<file path="config.mk">
export PLATFORM = sky130hd
export DESIGN_NAME = spi_target_flat
export DESIGN_NICKNAME = d
export VERILOG_FILES = /design/src/verilog/trs_pkg.sv /design/src/verilog/trs_ifs.sv /design/src/verilog/spi_target.sv /design/src/flat_wrapper.sv
export SDC_FILE = /design/constraint.sdc
export NUM_CORES = 1
export LEC_CHECK = 0
export ABC_CLOCK_PERIOD_IN_PS = 3600
export BUFFER_PORTS_ARGS = -buffer_cell sky130_fd_sc_hd__buf_2
export CAP_MARGIN = 40
export CORE_MARGIN = 3
export CORE_UTILIZATION = 25
export DETAILED_ROUTE_END_ITERATION = 10
export PLACE_DENSITY = 0.5
export SLEW_MARGIN = 20
export SYNTH_ARGS = -nofsm -noshare
export SYNTH_HDL_FRONTEND = slang
export SYNTH_SLANG_ARGS = --single-unit
</file>
<file path="constraint.sdc">
create_clock -name clk -period 3.6 [get_ports clk]
set_input_delay 0.36 -clock clk [delete_from_list [all_inputs] [get_ports clk]]
set_output_delay 0.36 -clock clk [all_outputs]
set_load 0.1 [all_outputs]
</file>
<file path="src/verilog/trs_pkg.sv">
package trs_pkg;

  typedef logic [7:0]  byte_t;      // spi and z80 data bus
  typedef logic [15:0] z80_addr_t;
  typedef logic [14:0] mem_addr_t;  // 32k ram window
  typedef logic [2:0]  bp_idx_t;

  // eight slot addresses, slot 0 in the low word
  typedef z80_addr_t [7:0] bp_table_t;

  // host command codes, gaps are commands this core does not carry
  typedef enum logic [7:0] {
    get_cookie          = 8'd0,
    bram_poke           = 8'd1,   // addr_lo, addr_hi, data
    bram_peek           = 8'd2,   // addr_lo, addr_hi
    set_breakpoint      = 8'd6,   // idx, addr_lo, addr_hi
    clear_breakpoint    = 8'd7,   // idx
    enable_breakpoints  = 8'd11,
    disable_breakpoints = 8'd12,
    resume              = 8'd13,
    set_full_addr       = 8'd14,  // flag
    get_version         = 8'd15
  } cmd_t;

  typedef enum logic {
    idle,
    read_bytes
  } dec_state_t;

  localparam byte_t      COOKIE        = 8'haf;
  localparam logic [2:0] VERSION_MAJOR = 3'd0;
  localparam logic [4:0] VERSION_MINOR = 5'd3;

  // longest parameter list (poke, set_breakpoint)
  localparam int MAX_PARAMS = 3;

endpackage

</file>
<file path="src/verilog/trs_ifs.sv">
`timescale 1ns/1ps

// byte level link between the spi shifter and the command decoder
interface spi_byte_if;
  import trs_pkg::*;

  byte_t rx_byte;    // valid with rx_valid
  logic  rx_valid;   // 1 clk, eighth bit sampled
  logic  msg_start;  // 1 clk, cs_n fell
  byte_t tx_byte;
  logic  tx_load;    // 1 clk, latch tx_byte for the next transfer

  modport target  (output rx_byte, rx_valid, msg_start, input tx_byte, tx_load);
  modport decoder (input rx_byte, rx_valid, msg_start, output tx_byte, tx_load);
endinterface


</file>
<file path="src/verilog/spi_target.sv">
`timescale 1ns/1ps

module spi_target (
  input  logic        clk,
  input  logic        reset,
  input  logic        sck,
  input  logic        cs_n,
  input  logic        mosi,
  output logic        miso,
  spi_byte_if.target  sb
);
  import trs_pkg::*;

  logic [2:0] sck_s;     // 3 stage synchronisers
  logic [2:0] cs_s;
  logic [2:0] mosi_s;
  logic       sck_q;     // previous synced sck for edges
  logic       cs_q;
  logic       sck_rise;
  logic       sck_fall;
  logic       cs_active;
  logic [2:0] bit_cnt;
  byte_t      rx_shift;
  logic       rx_valid;
  byte_t      tx_hold;   // response waiting for the next falling edges
  byte_t      tx_shift;
  logic [3:0] tx_bits;   // falling edges left to send

  always_ff @(posedge clk) begin
    if (reset) begin
      sck_s <= '0;
      cs_s  <= '1;  // deselected
      sck_q <= 1'b0;
      cs_q  <= 1'b1;
    end else begin
      sck_s <= {sck_s[1:0], sck};
      cs_s  <= {cs_s[1:0], cs_n};
      sck_q <= sck_s[2];
      cs_q  <= cs_s[2];
    end
  end

  always_ff @(posedge clk) mosi_s <= {mosi_s[1:0], mosi};

  assign sck_rise  = sck_s[2] & ~sck_q;
  assign sck_fall  = ~sck_s[2] & sck_q;
  assign cs_active = ~cs_s[2];
  assign sb.msg_start = cs_q & ~cs_s[2];  // cs_n falling

  // receive side, msb first on rising sck
  always_ff @(posedge clk) begin
    if (reset) begin
      bit_cnt  <= '0;
      rx_valid <= 1'b0;
    end else begin
      rx_valid <= cs_active && sck_rise && (bit_cnt == 3'd7);
      if (!cs_active)
        bit_cnt <= '0;           // realign on every message
      else if (sck_rise)
        bit_cnt <= bit_cnt + 3'd1;
    end
  end

  always_ff @(posedge clk) begin
    if (cs_active && sck_rise)
      rx_shift <= {rx_shift[6:0], mosi_s[2]};
  end

  assign sb.rx_byte  = rx_shift;
  assign sb.rx_valid = rx_valid;

  // transmit side
  always_ff @(posedge clk) begin
    if (sb.tx_load)
      tx_hold <= sb.tx_byte;
  end

  always_ff @(posedge clk) begin
    if (reset || !cs_active) begin
      tx_bits  <= '0;
      tx_shift <= '0;
    end else if (sb.tx_load) begin
      tx_bits <= 4'd8;
    end else if (sck_fall) begin
      if (tx_bits != 4'd0) begin
        // first edge puts bit 7 out, then shift left
        tx_shift <= (tx_bits == 4'd8) ? tx_hold : {tx_shift[6:0], 1'b0};
        tx_bits  <= tx_bits - 4'd1;
      end else begin
        tx_shift <= '0;          // nothing queued, idle low
      end
    end
  end

  assign miso = tx_shift[7];

endmodule

</file>
<file path="src/flat_wrapper.sv">
// flat-port wrapper written by rule: the top's interface ports become plain ports
module spi_target_flat import trs_pkg::*;
  (clk, reset, sck, cs_n, mosi, miso, sb_rx_byte, sb_rx_valid, sb_msg_start, sb_tx_byte, sb_tx_load);
  spi_byte_if sb_i ();
  input  logic clk;
  input  logic reset;
  input  logic sck;
  input  logic cs_n;
  input  logic mosi;
  output logic miso;
  output wire logic [$bits(sb_i.rx_byte)-1:0] sb_rx_byte;
  output wire logic [$bits(sb_i.rx_valid)-1:0] sb_rx_valid;
  output wire logic [$bits(sb_i.msg_start)-1:0] sb_msg_start;
  input wire logic [$bits(sb_i.tx_byte)-1:0] sb_tx_byte;
  input wire logic [$bits(sb_i.tx_load)-1:0] sb_tx_load;
  assign sb_rx_byte = sb_i.rx_byte;
  assign sb_rx_valid = sb_i.rx_valid;
  assign sb_msg_start = sb_i.msg_start;
  assign sb_i.tx_byte = sb_tx_byte;
  assign sb_i.tx_load = sb_tx_load;
  spi_target u_core (.clk(clk), .reset(reset), .sck(sck), .cs_n(cs_n), .mosi(mosi), .miso(miso), .sb(sb_i));
endmodule
</file>
==> run_results.csv, run 1 <==
group,metric,value,unit
yosys,synthTopCellsByArea,"dfxtp_1 (34%), edfxtp_1 (30%), a221oi_2 (5.7%), ha_1 (3.2%), nor3_1 (2.8%)",
pwr,internal_power,704,µW
yosys,synthAdderAreaFrac,3.16,%
die,design.die.area,7320,µm²
clock_tree,clock_sinks,43,
sta,finalSetupTns,0,ps
cells_and_area,multi_input_area,509,µm²
yosys,synth_top_family_by_area,"simple AND/OR/NAND/NOR gates",
worst_setup_path,worstPathArrival,1600,ps
pwr,power.net_switching,171,µW
routing,firstDrtPassIters,4,
worst_setup_path,worstSetupEndpointType,"flip-flop",
yosys,synth_mux_area_share,1.27,%
grt,grt_pass1_wl,4.66,mm
pwr,leakagePower,0.705,nW
placed_design,port_buffers,24,
routing,route.detailed.wl_per_inst,12.9,µm
routing,initialDrtViolationCount,27,
yosys,synth_top_area_cell,"dfxtp_1",
cells_and_area,regArea,1020,µm²
placed_design,place_congestion,0.751,
clock_tree,cts_buffer_depth,2,
worst_setup_path,r2r_cells,2,
worst_hold_path,hold_path.class,"input port to flip-flop",
pwr,peakVddDrop,0.180,mV
clock_tree,clockRootBuffer,"clkbuf_8",
die,die_w,85.5,µm
status,status,"finished clean",
sta,rsz0062_at_grt,"no",
die,ios,25,
pwr,p_clk_share,38.0,%
cells_and_area,final_cell_mix,"dfxtp_1 (27), buf_2 (24), edfxtp_1 (16)",
clock_tree,numCtsBuffers,5,
worst_setup_path,reg2reg_to,"u_core.sb.rx_byte[0]",
grt,grtUsageTotal,8.23,%
clock_tree,post_cts_buffers,0,
pwr,swShare,19.5,%
yosys,synth_simple_gate_area_share,16.9,%
grt,grt_max_degree,18,
cells_and_area,instances_no_fill,222,
worst_setup_path,start_kind,"flip-flop",
job,cap_violations,0,
clock_tree,tritoncts,"built",
worst_setup_path,critical_path_required,3520,ps
routing,vias,970,
sta,worst_pin_slew,651,ps
yosys,synth.avg_cell_area,13.2,µm²
routing,drt.antenna.violating_nets,0,
worst_hold_path,worst_hold_path.num_cells,1,
worst_setup_path,critPathLaunch,"u_core.sck_s[2]",
grt,grt_remaining_overflow,0,
worst_hold_path,holdPathEnd,"u_core.mosi_s[0]",
sta,fin_skew,8.95,ps
worst_hold_path,hold_start,"mosi",
placed_design,post-place-cells,214,
grt,antenna_found_initial,0,
yosys,synth-xor-area-share,0.554,%
die,start_util,26.2,%
routing,drcViolationCount,0,
routing,vias_per_cell,4.37,
cells_and_area,n_antenna_cell,0,
yosys,netlist_area,1580,µm²
sta,max_freq,598,MHz
yosys,yosys_warnings,0,
cells_and_area,final_common_cell,"dfxtp_1",
die,core-area,6030,µm²
sta,setup_viol,0,
sta,min_period_over_period,46.5,%
cells_and_area,fillers,624,
yosys,synth_cells,120,
worst_setup_path,worst_r2r_startpoint,"u_core.sck_s[2]",
clock_tree,hold_buffers,0,
pwr,power.density,470,nW/µm²
sta,fin_crit,1670,ps
die,rows,28,
sta,hold_viol_final,0,
yosys,ys_seq_area_share,64.6,%
pwr,pwr-share-seq,59.5,%
pwr,power_frac_comb,2.5,%
worst_setup_path,regToRegSetupSlack,1930,ps
yosys,yosys_register_bits,43,
clock_tree,h-tree-depth,2,
sta,max_slew_margin,56.4,%
clock_tree,cts-resized-gates,0,
cells_and_area,nNetsFinal,164,
yosys,synth-compound-area-share,10.4,%
worst_setup_path,worstPathMaxFanout,8,
sta,slew_viol_final,0,
worst_setup_path,worst-setup-path-type,"flip-flop to flip-flop",
die,fp.dieH,85.5,µm
clock_tree,clkTransAtPathRegs,70,ps
placed_design,dp_hpwl,2.03,mm
cells_and_area,drive_above_1_share,29.9,%
routing,finalWirelength,2.87,mm
cells_and_area,area_delta_synth_final,17.6,%
yosys,synth_nets,138,
yosys,synth_cell_types,33,
grt,grt_pass1_vias,1004,
clock_tree,clock_latency,290,ps
yosys,synth.top_cell.area_share,34.2,%
==> kinds of logic (layout without fill, tap and decap cells) <==
family / Yosys count / count (layout)
and+or+nand+nor: 44 / 44
DFF: 43 / 43
muxes: 2 / 2
xor gates and xnor gates: 1 / 1
buffers and inverters: 9 / 36
AOI/OAI and AO/OA: 17 / 17
adders and majority gates: 4 / 4
==> layout make-up <==
type                    instances  area share [%]
flip-flops and latches         43            54.9
multi-input cells              68            27.4
repair buffers                 24            6.46
clock buffers                   8            5.45
well taps                      75            5.04
inverters                       4           0.807
==> through the flow <==
stage / hold WS [ps] / instance area [µm²] / total power [mW] / utilization (%) / worst slack (ps)
floorplan: 310 / 1580 / 0.541 / - / 1600
global placement: 317 / 1760 / 0.553 / 29.2 / 1940
detailed placement: 316 / 1760 / 0.554 / 29.2 / 1850
CTS: 160 / 1860 / 0.890 / 30.9 / 1850
global route: 160 / 1860 / 0.911 / 30.9 / 1780
finish: 174 / 1860 / 0.875 / 30.9 / 1930
==> flip-flops by register name, indices dropped and copies added (netlist names) <==
signal,cells
u_core.bit_cnt,3
u_core.cs_q,1
u_core.cs_s,3
u_core.mosi_s,3
u_core.sb.rx_byte,8
u_core.sb.rx_valid,1
u_core.sck_q,1
u_core.sck_s,3
u_core.tx_bits,4
u_core.tx_hold,8
u_core.tx_shift,8
==> critical path, stage by stage, from the launching register on <==
cell     delay [ps]
dfxtp_1         440
or2b_1          340
nor2_1          540
==> worst max-delay path by stage <==
stage,endpoint,cells past startpoint
after detailed placement,u_core.sb.rx_byte[7],2
after global placement,u_core.sb.rx_byte[7],2
after CTS,u_core.sb.rx_byte[0],2
final,u_core.sb.rx_byte[0],2
after floorplan,sb_msg_start,1
after global routing,u_core.sb.rx_byte[0],2
==> synthesized netlist by cell type (all sizes together) <==
master,count
a211oi,4
a21oi,3
a221oi,6
and2b,1
and3b,1
and4b,1
buf,4
clkbuf,1
dfxtp,27
edfxtp,16
ha,4
inv,4
mux2i,2
nand2,1
nand2b,2
nand3,1
nor2,11
nor2b,5
nor3,9
nor3b,2
nor4b,1
o21ai,3
o41ai,1
or2,4
or2b,1
or3,2
or3b,1
or4,1
xor2,1
==> power groups by stage <==
stage | registers [mW] | clock network, mW | logic (mW)
final | 0.520 | 0.333 | 0.0218
after global routing | 0.522 | 0.365 | 0.0241
after CTS | 0.521 | 0.347 | 0.0220
after floorplan | 0.530 | 0 | 0.0105
after detailed placement | 0.532 | 0 | 0.0219
after global placement | 0.532 | 0 | 0.0209
==> per-layer routing <==
metal	share of wire (%)	vias up	track usage (%)
li1	-	481	-
met1	46	457	9.39
met2	46	24	13.3
met3	6.5	8	3.07
met4	1.8	0	4.46
met5	0	-	0
Power figures use the tool's default switching activity.
==> run 2, diff against run 1 <==
--- a/config.mk
+++ b/config.mk
@@ -5,7 +5,8 @@
 export SDC_FILE = /design/constraint.sdc
 export NUM_CORES = 1
 export LEC_CHECK = 0
-export ABC_CLOCK_PERIOD_IN_PS = 3600
+export ABC_AREA = 1
+export ABC_CLOCK_PERIOD_IN_PS = 1670
 export BUFFER_PORTS_ARGS = -buffer_cell sky130_fd_sc_hd__buf_2
 export CAP_MARGIN = 40
 export CORE_MARGIN = 3
==> constraint.sdc (replaced) <==
create_clock -name clk -period 1.67 [get_ports clk]
set_input_delay 0.167 -clock clk [delete_from_list [all_inputs] [get_ports clk]]
set_output_delay 0.167 -clock clk [all_outputs]
set_load 0.1 [all_outputs]
==> run_results.csv, run 2 <==
group,metric,value,unit
routing,vias,1025,
worst_setup_path,start_kind,"flip-flop",
yosys,synth_top_area_cell,"dfxtp_1",
routing,initialDrtViolationCount,42,
worst_setup_path,worst-setup-path-type,"flip-flop to output pin",
clock_tree,numCtsBuffers,5,
worst_setup_path,worstSetupEndpointType,"output pin",
placed_design,port_buffers,24,
routing,route.detailed.wl_per_inst,9.77,µm
placed_design,dp_hpwl,1.81,mm
yosys,synth_ff_type,"dfxtp_1",
yosys,synth_nets,171,
sta,fin_crit,1350,ps
worst_setup_path,r2r_cells,8,
grt,grt_pass1_vias,949,
sta,setup_viol,0,
cells_and_area,fillers,644,
yosys,ys_seq_area_share,64.9,%
sta,fin_skew,5.78,ps
grt,grtUsageTotal,7.65,%
job,cap_violations,0,
placed_design,place_congestion,0.800,
routing,finalWirelength,2.56,mm
sta,max_freq,739,MHz
yosys,ys_top_cells_by_count,"nand2_1 (46), dfxtp_1 (27), edfxtp_1 (16)",
die,design.die.area,7280,µm²
grt,grt_remaining_overflow,0,
yosys,synth_edf_count,16,
sta,worst_pin_slew,494,ps
routing,vias_per_cell,3.91,
die,core-area,6030,µm²
worst_hold_path,worst_hold_path.num_cells,2,
grt,grt_pass1_wl,4.35,mm
yosys,yosys_register_bits,43,
worst_setup_path,worstPathMaxFanout,3,
pwr,leakagePower,0.820,nW
clock_tree,clock_latency,290,ps
placed_design,post-place-ws,351,ps
clock_tree,cts_buffer_depth,2,
routing,drcViolationCount,0,
sta,fin_ws,316,ps
pwr,peakVddDrop,0.361,mV
yosys,synth.avg_cell_area,10.3,µm²
grt,antenna_found_initial,0,
die,ios,25,
worst_setup_path,worstPathArrival,1190,ps
sta,rsz0062_at_grt,"no",
pwr,power.density,1000,nW/µm²
cells_and_area,final_cell_mix,"nand2_1 (46), dfxtp_1 (27), buf_2 (24)",
yosys,netlist_area,1570,µm²
yosys,yosysMostFrequentCell,"nand2_1",
grt,grt_max_degree,15,
sta,max_slew_margin,67.3,%
cells_and_area,n_antenna_cell,0,
yosys,synth_cells,153,
routing,firstDrtPassIters,4,
yosys,yosys_warnings,0,
yosys,synth.top_cell.area_share,34.3,%
clock_tree,post_cts_buffers,0,
worst_setup_path,critical_path_required,1500,ps
yosys,synthTopCellsByArea,"dfxtp_1 (34%), edfxtp_1 (31%), nand2_1 (11%), a21oi_1 (3.8%), ha_1 (3.2%)",
cells_and_area,area_delta_synth_final,21.7,%
cells_and_area,multi_input_area,490,µm²
cells_and_area,nNetsFinal,204,
cells_and_area,drive_above_1_share,27.3,%
sta,hold_viol_final,0,
die,die_w,85.3,µm
die,fp.dieH,85.3,µm
worst_hold_path,hold_path.class,"input port to flip-flop",
clock_tree,tritoncts,"built",
status,status,"finished clean",
sta,min_period_over_period,81.1,%
clock_tree,clockRootBuffer,"clkbuf_8",
die,start_util,26.1,%
clock_tree,h-tree-depth,2,
cells_and_area,regArea,1020,µm²
die,rows,28,
yosys,ys_async_sr_fraction,0,%
routing,drt.antenna.violating_nets,0,
sta,finalSetupTns,0,ps
yosys,synth_cell_types,20,
clock_tree,clock_sinks,43,
clock_tree,cts-resized-gates,0,
cells_and_area,final_common_cell,"nand2_1",
clock_tree,clkTransAtPathRegs,80,ps
sta,slew_viol_final,0,
==> run 2: cell count changes in the layout (fill, tap and decap cells not counted), sizes merged, moves of 3 or more <==
| cell | previous run | this run |
|---|---|---|
| nand2 | 1 | 48 |
| inv | 4 | 16 |
| a21oi | 3 | 12 |
| nor3 | 9 | 0 |
| a221oi | 6 | 0 |
| nor2b | 5 | 0 |
| a211oi | 4 | 0 |
| nor2 | 11 | 15 |
| clkinv | 0 | 3 |
| nand3 | 1 | 4 |
==> run 2: cells by family after synthesis <==
| family | synth area share (%) |
|---|---|
| adder cells (fa/ha/maj) | 3.18 |
| AO/OA/AOI/OAI | 5.25 |
| XOR/XNOR | 0.557 |
| buffers and inverters | 4.13 |
| flip-flops | 64.9 |
| AND/OR/NAND/NOR | 22.0 |
==> run 2: metal layers <==
layer,vias up,share of wire [%],track usage [%]
li1,552,-,-
met1,445,51,10.1
met2,22,42,10.7
met3,6,4.8,2.91
met4,0,2.0,4.03
met5,-,0,0
==> run 2: final cells by class <==
cell class / count / share of cell area [%]
clock buffers: 6 / 4.90
well taps: 75 / 4.90
clock inverters: 2 / 0.718
flip-flops and latches: 43 / 53.3
multi-input cells: 93 / 25.6
inverters: 17 / 3.40
repair buffers: 26 / 7.18
==> run 2: final timing paths <==
| check | start | end | slack, ps |
|---|---|---|---|
| max | u_core.cs_s[2] | sb_msg_start | 320 |
| min | cs_n | u_core.cs_s[0] | 50 |
| max reg2reg | u_core.tx_bits[0] | u_core.tx_shift[4] | 340 |
| min reg2reg | u_core.mosi_s[1] | u_core.mosi_s[2] | 330 |
==> run 2: timing repair <==
item	CTS	global route
setup endpoints to repair	0	0
hold buffers	1	0
hold endpoints to repair	1	0
==> run 2: where the power goes <==
group / internal [mW] / leakage, nW / switching [mW]
Combinational: 0.0197 / 0.394 / 0.0324
Clock: 0.385 / 0.0563 / 0.361
Sequential: 1.11 / 0.370 / 0.00999
==> run 2: critical path: stages, from the launching register on <==
cell and delay, ps:
dfxtp_1 360, nor2_2 110, buf_2 420
==> run 2: stage by stage <==
stage	power (mW)	cells	hold WS, ps	instance area [µm²]	util [%]
finish	1.92	262	45.7	1920	31.8
global route	2.00	262	31.6	1920	31.8
CTS	1.95	262	32.4	1920	31.8
detailed placement	1.20	253	271	1800	29.8
global placement	1.20	253	270	1800	29.8
floorplan	1.16	153	195	1580	-
==> run 3, diff against run 2 <==
--- a/config.mk
+++ b/config.mk
@@ -6,7 +6,7 @@
 export NUM_CORES = 1
 export LEC_CHECK = 0
 export ABC_AREA = 1
-export ABC_CLOCK_PERIOD_IN_PS = 1670
+export ABC_CLOCK_PERIOD_IN_PS = 1300
 export BUFFER_PORTS_ARGS = -buffer_cell sky130_fd_sc_hd__buf_2
 export CAP_MARGIN = 40
 export CORE_MARGIN = 3
==> constraint.sdc (replaced) <==
create_clock -name clk -period 1.3 [get_ports clk]
set_input_delay 0.13 -clock clk [delete_from_list [all_inputs] [get_ports clk]]
set_output_delay 0.13 -clock clk [all_outputs]
set_load 0.1 [all_outputs]
==> run_results.csv, run 3 (synthesis gave the netlist of run 2 again) <==
group,metric,value,unit
clock_tree,h-tree-depth,2,
placed_design,place_congestion,0.801,
status,status,"finished clean",
cells_and_area,drive_above_1_share,30.4,%
sta,worst_pin_slew,495,ps
routing,drt.antenna.violating_nets,0,
grt,grt_remaining_overflow,0,
cells_and_area,instances_no_fill,266,
sta,setup_viol,0,
die,rows,28,
routing,route.detailed.wl_per_inst,9.55,µm
worst_setup_path,cp_top_family,"buffers and inverters",
grt,grt_pass1_vias,875,
clock_tree,clockRootBuffer,"clkbuf_8",
pwr,peakVddDrop,0.780,mV
worst_hold_path,hold_path.class,"input port to flip-flop",
die,start_util,26.1,%
die,design.die.area,7280,µm²
placed_design,place_area,1850,µm²
routing,initialDrtViolationCount,48,
die,core-area,6030,µm²
cells_and_area,area_delta_synth_final,26.6,%
worst_setup_path,worstPathMaxFanout,2,
sta,rsz0062_at_grt,"no",
pwr,total_power,2.47,mW
routing,firstDrtPassIters,4,
clock_tree,clock_sinks,43,
clock_tree,clkTransAtPathRegs,80,ps
job,cap_violations,0,
pwr,power.density,1240,nW/µm²
sta,finalSetupTns,0,ps
grt,grt_pass1_wl,4.11,mm
sta,fin_skew,5.27,ps
placed_design,post-place-cells,256,
cells_and_area,final_area,1990,µm²
worst_setup_path,critPathMaxStageDelay,420,ps
cells_and_area,n_antenna_cell,0,
grt,antenna_found_initial,0,
grt,grtUsageTotal,7.39,%
sta,min_period_over_period,91.8,%
clock_tree,clock_latency,290,ps
sta,slew_viol_final,0,
routing,finalWirelength,2.54,mm
placed_design,port_buffers,24,
sta,max_freq,838,MHz
worst_setup_path,start_kind,"flip-flop",
worst_setup_path,crit_chain,"buf_2",
worst_setup_path,worstPathArrival,1060,ps
worst_setup_path,worst-path-buf-inv,1,
placed_design,dp_hpwl,1.83,mm
pwr,leakagePower,0.846,nW
sta,max_slew_margin,67.2,%
worst_setup_path,worst-setup-path-type,"flip-flop to output pin",
die,fp.dieH,85.3,µm
clock_tree,numCtsBuffers,5,
grt,grt_max_degree,15,
routing,vias,1052,
cells_and_area,final_common_cell,"nand2_1",
sta,fin_crit,1190,ps
routing,drcViolationCount,0,
cells_and_area,final_cell_mix,"nand2_1 (46), dfxtp_1 (27), buf_2 (23)",
sta,hold_viol_final,0,
clock_tree,cts_buffer_depth,2,
die,ios,25,
worst_setup_path,critical_path_required,1170,ps
routing,vias_per_cell,3.95,
clock_tree,tritoncts,"built",
worst_setup_path,cp_slowest_cell,"buf_2",
cells_and_area,nNetsFinal,208,
worst_setup_path,worstSetupEndpointType,"output pin",
die,die_w,85.3,µm
## run 3: cell type report
type | instances | area (µm²)
fill | 628 | 4030
sequential | 43 | 1020
multi-input combinational | 93 | 505
timing repair buffer | 30 | 198
clock buffer | 6 | 93.8
tap | 75 | 93.8
inverter | 17 | 66.3
clock inverter | 2 | 13.8
## run 3: worst paths after layout
path | slack (ps) | depth (start not counted) | endpoint | startpoint
min reg2reg | 330 | 0 | u_core.mosi_s[1] | u_core.mosi_s[0]
max | 110 | 1 | sb_rx_byte[1] | u_core.sb.rx_byte[1]
max reg2reg | 120 | 7 | u_core.tx_shift[1] | u_core.tx_bits[0]
min | 10 | 1 | u_core.tx_hold[5] | sb_tx_byte[5]
## run 3: layer usage
layer,GRT usage [%],part of all wire [%],vias to the layer above
met5,0,0,-
met4,4.75,2.9,0
met3,2.72,4.9,5
met2,10.0,42,21
met1,9.78,50,459
li1,-,-,567
## run 3: power breakdown
part | switching [mW] | total [mW] | internal (mW)
clock network | 0.458 | 0.952 | 0.495
registers | 0.0123 | 1.44 | 1.43
logic | 0.0429 | 0.0760 | 0.0331
## run 3: worst reg2reg max path, stage by stage, from the launching register on
cell and delay (ps):
dfxtp_1 370, inv_2 70, ha_4 170, nand3_4 100, nand2_4 90, nor2_8 140, nand2_1 80, a21oi_1 110
## run 3: through the flow
step                      util (%)  worst slack, ps  hold slack, ps
after CTS                     32.7             52.9            1.98
after detailed placement      30.7             13.5             234
after global placement        30.7             45.8             233
final                         33.1              107            12.7
after global routing          33.1             15.4           0.606
after floorplan                  -             15.8             158
## run 3: timing repair
action	in CTS	in global routing
gates resized for setup	1	4
endpoints found under the setup margin	1	7
hold buffers	1	1
setup buffers	0	0
endpoints found under the hold margin	1	1
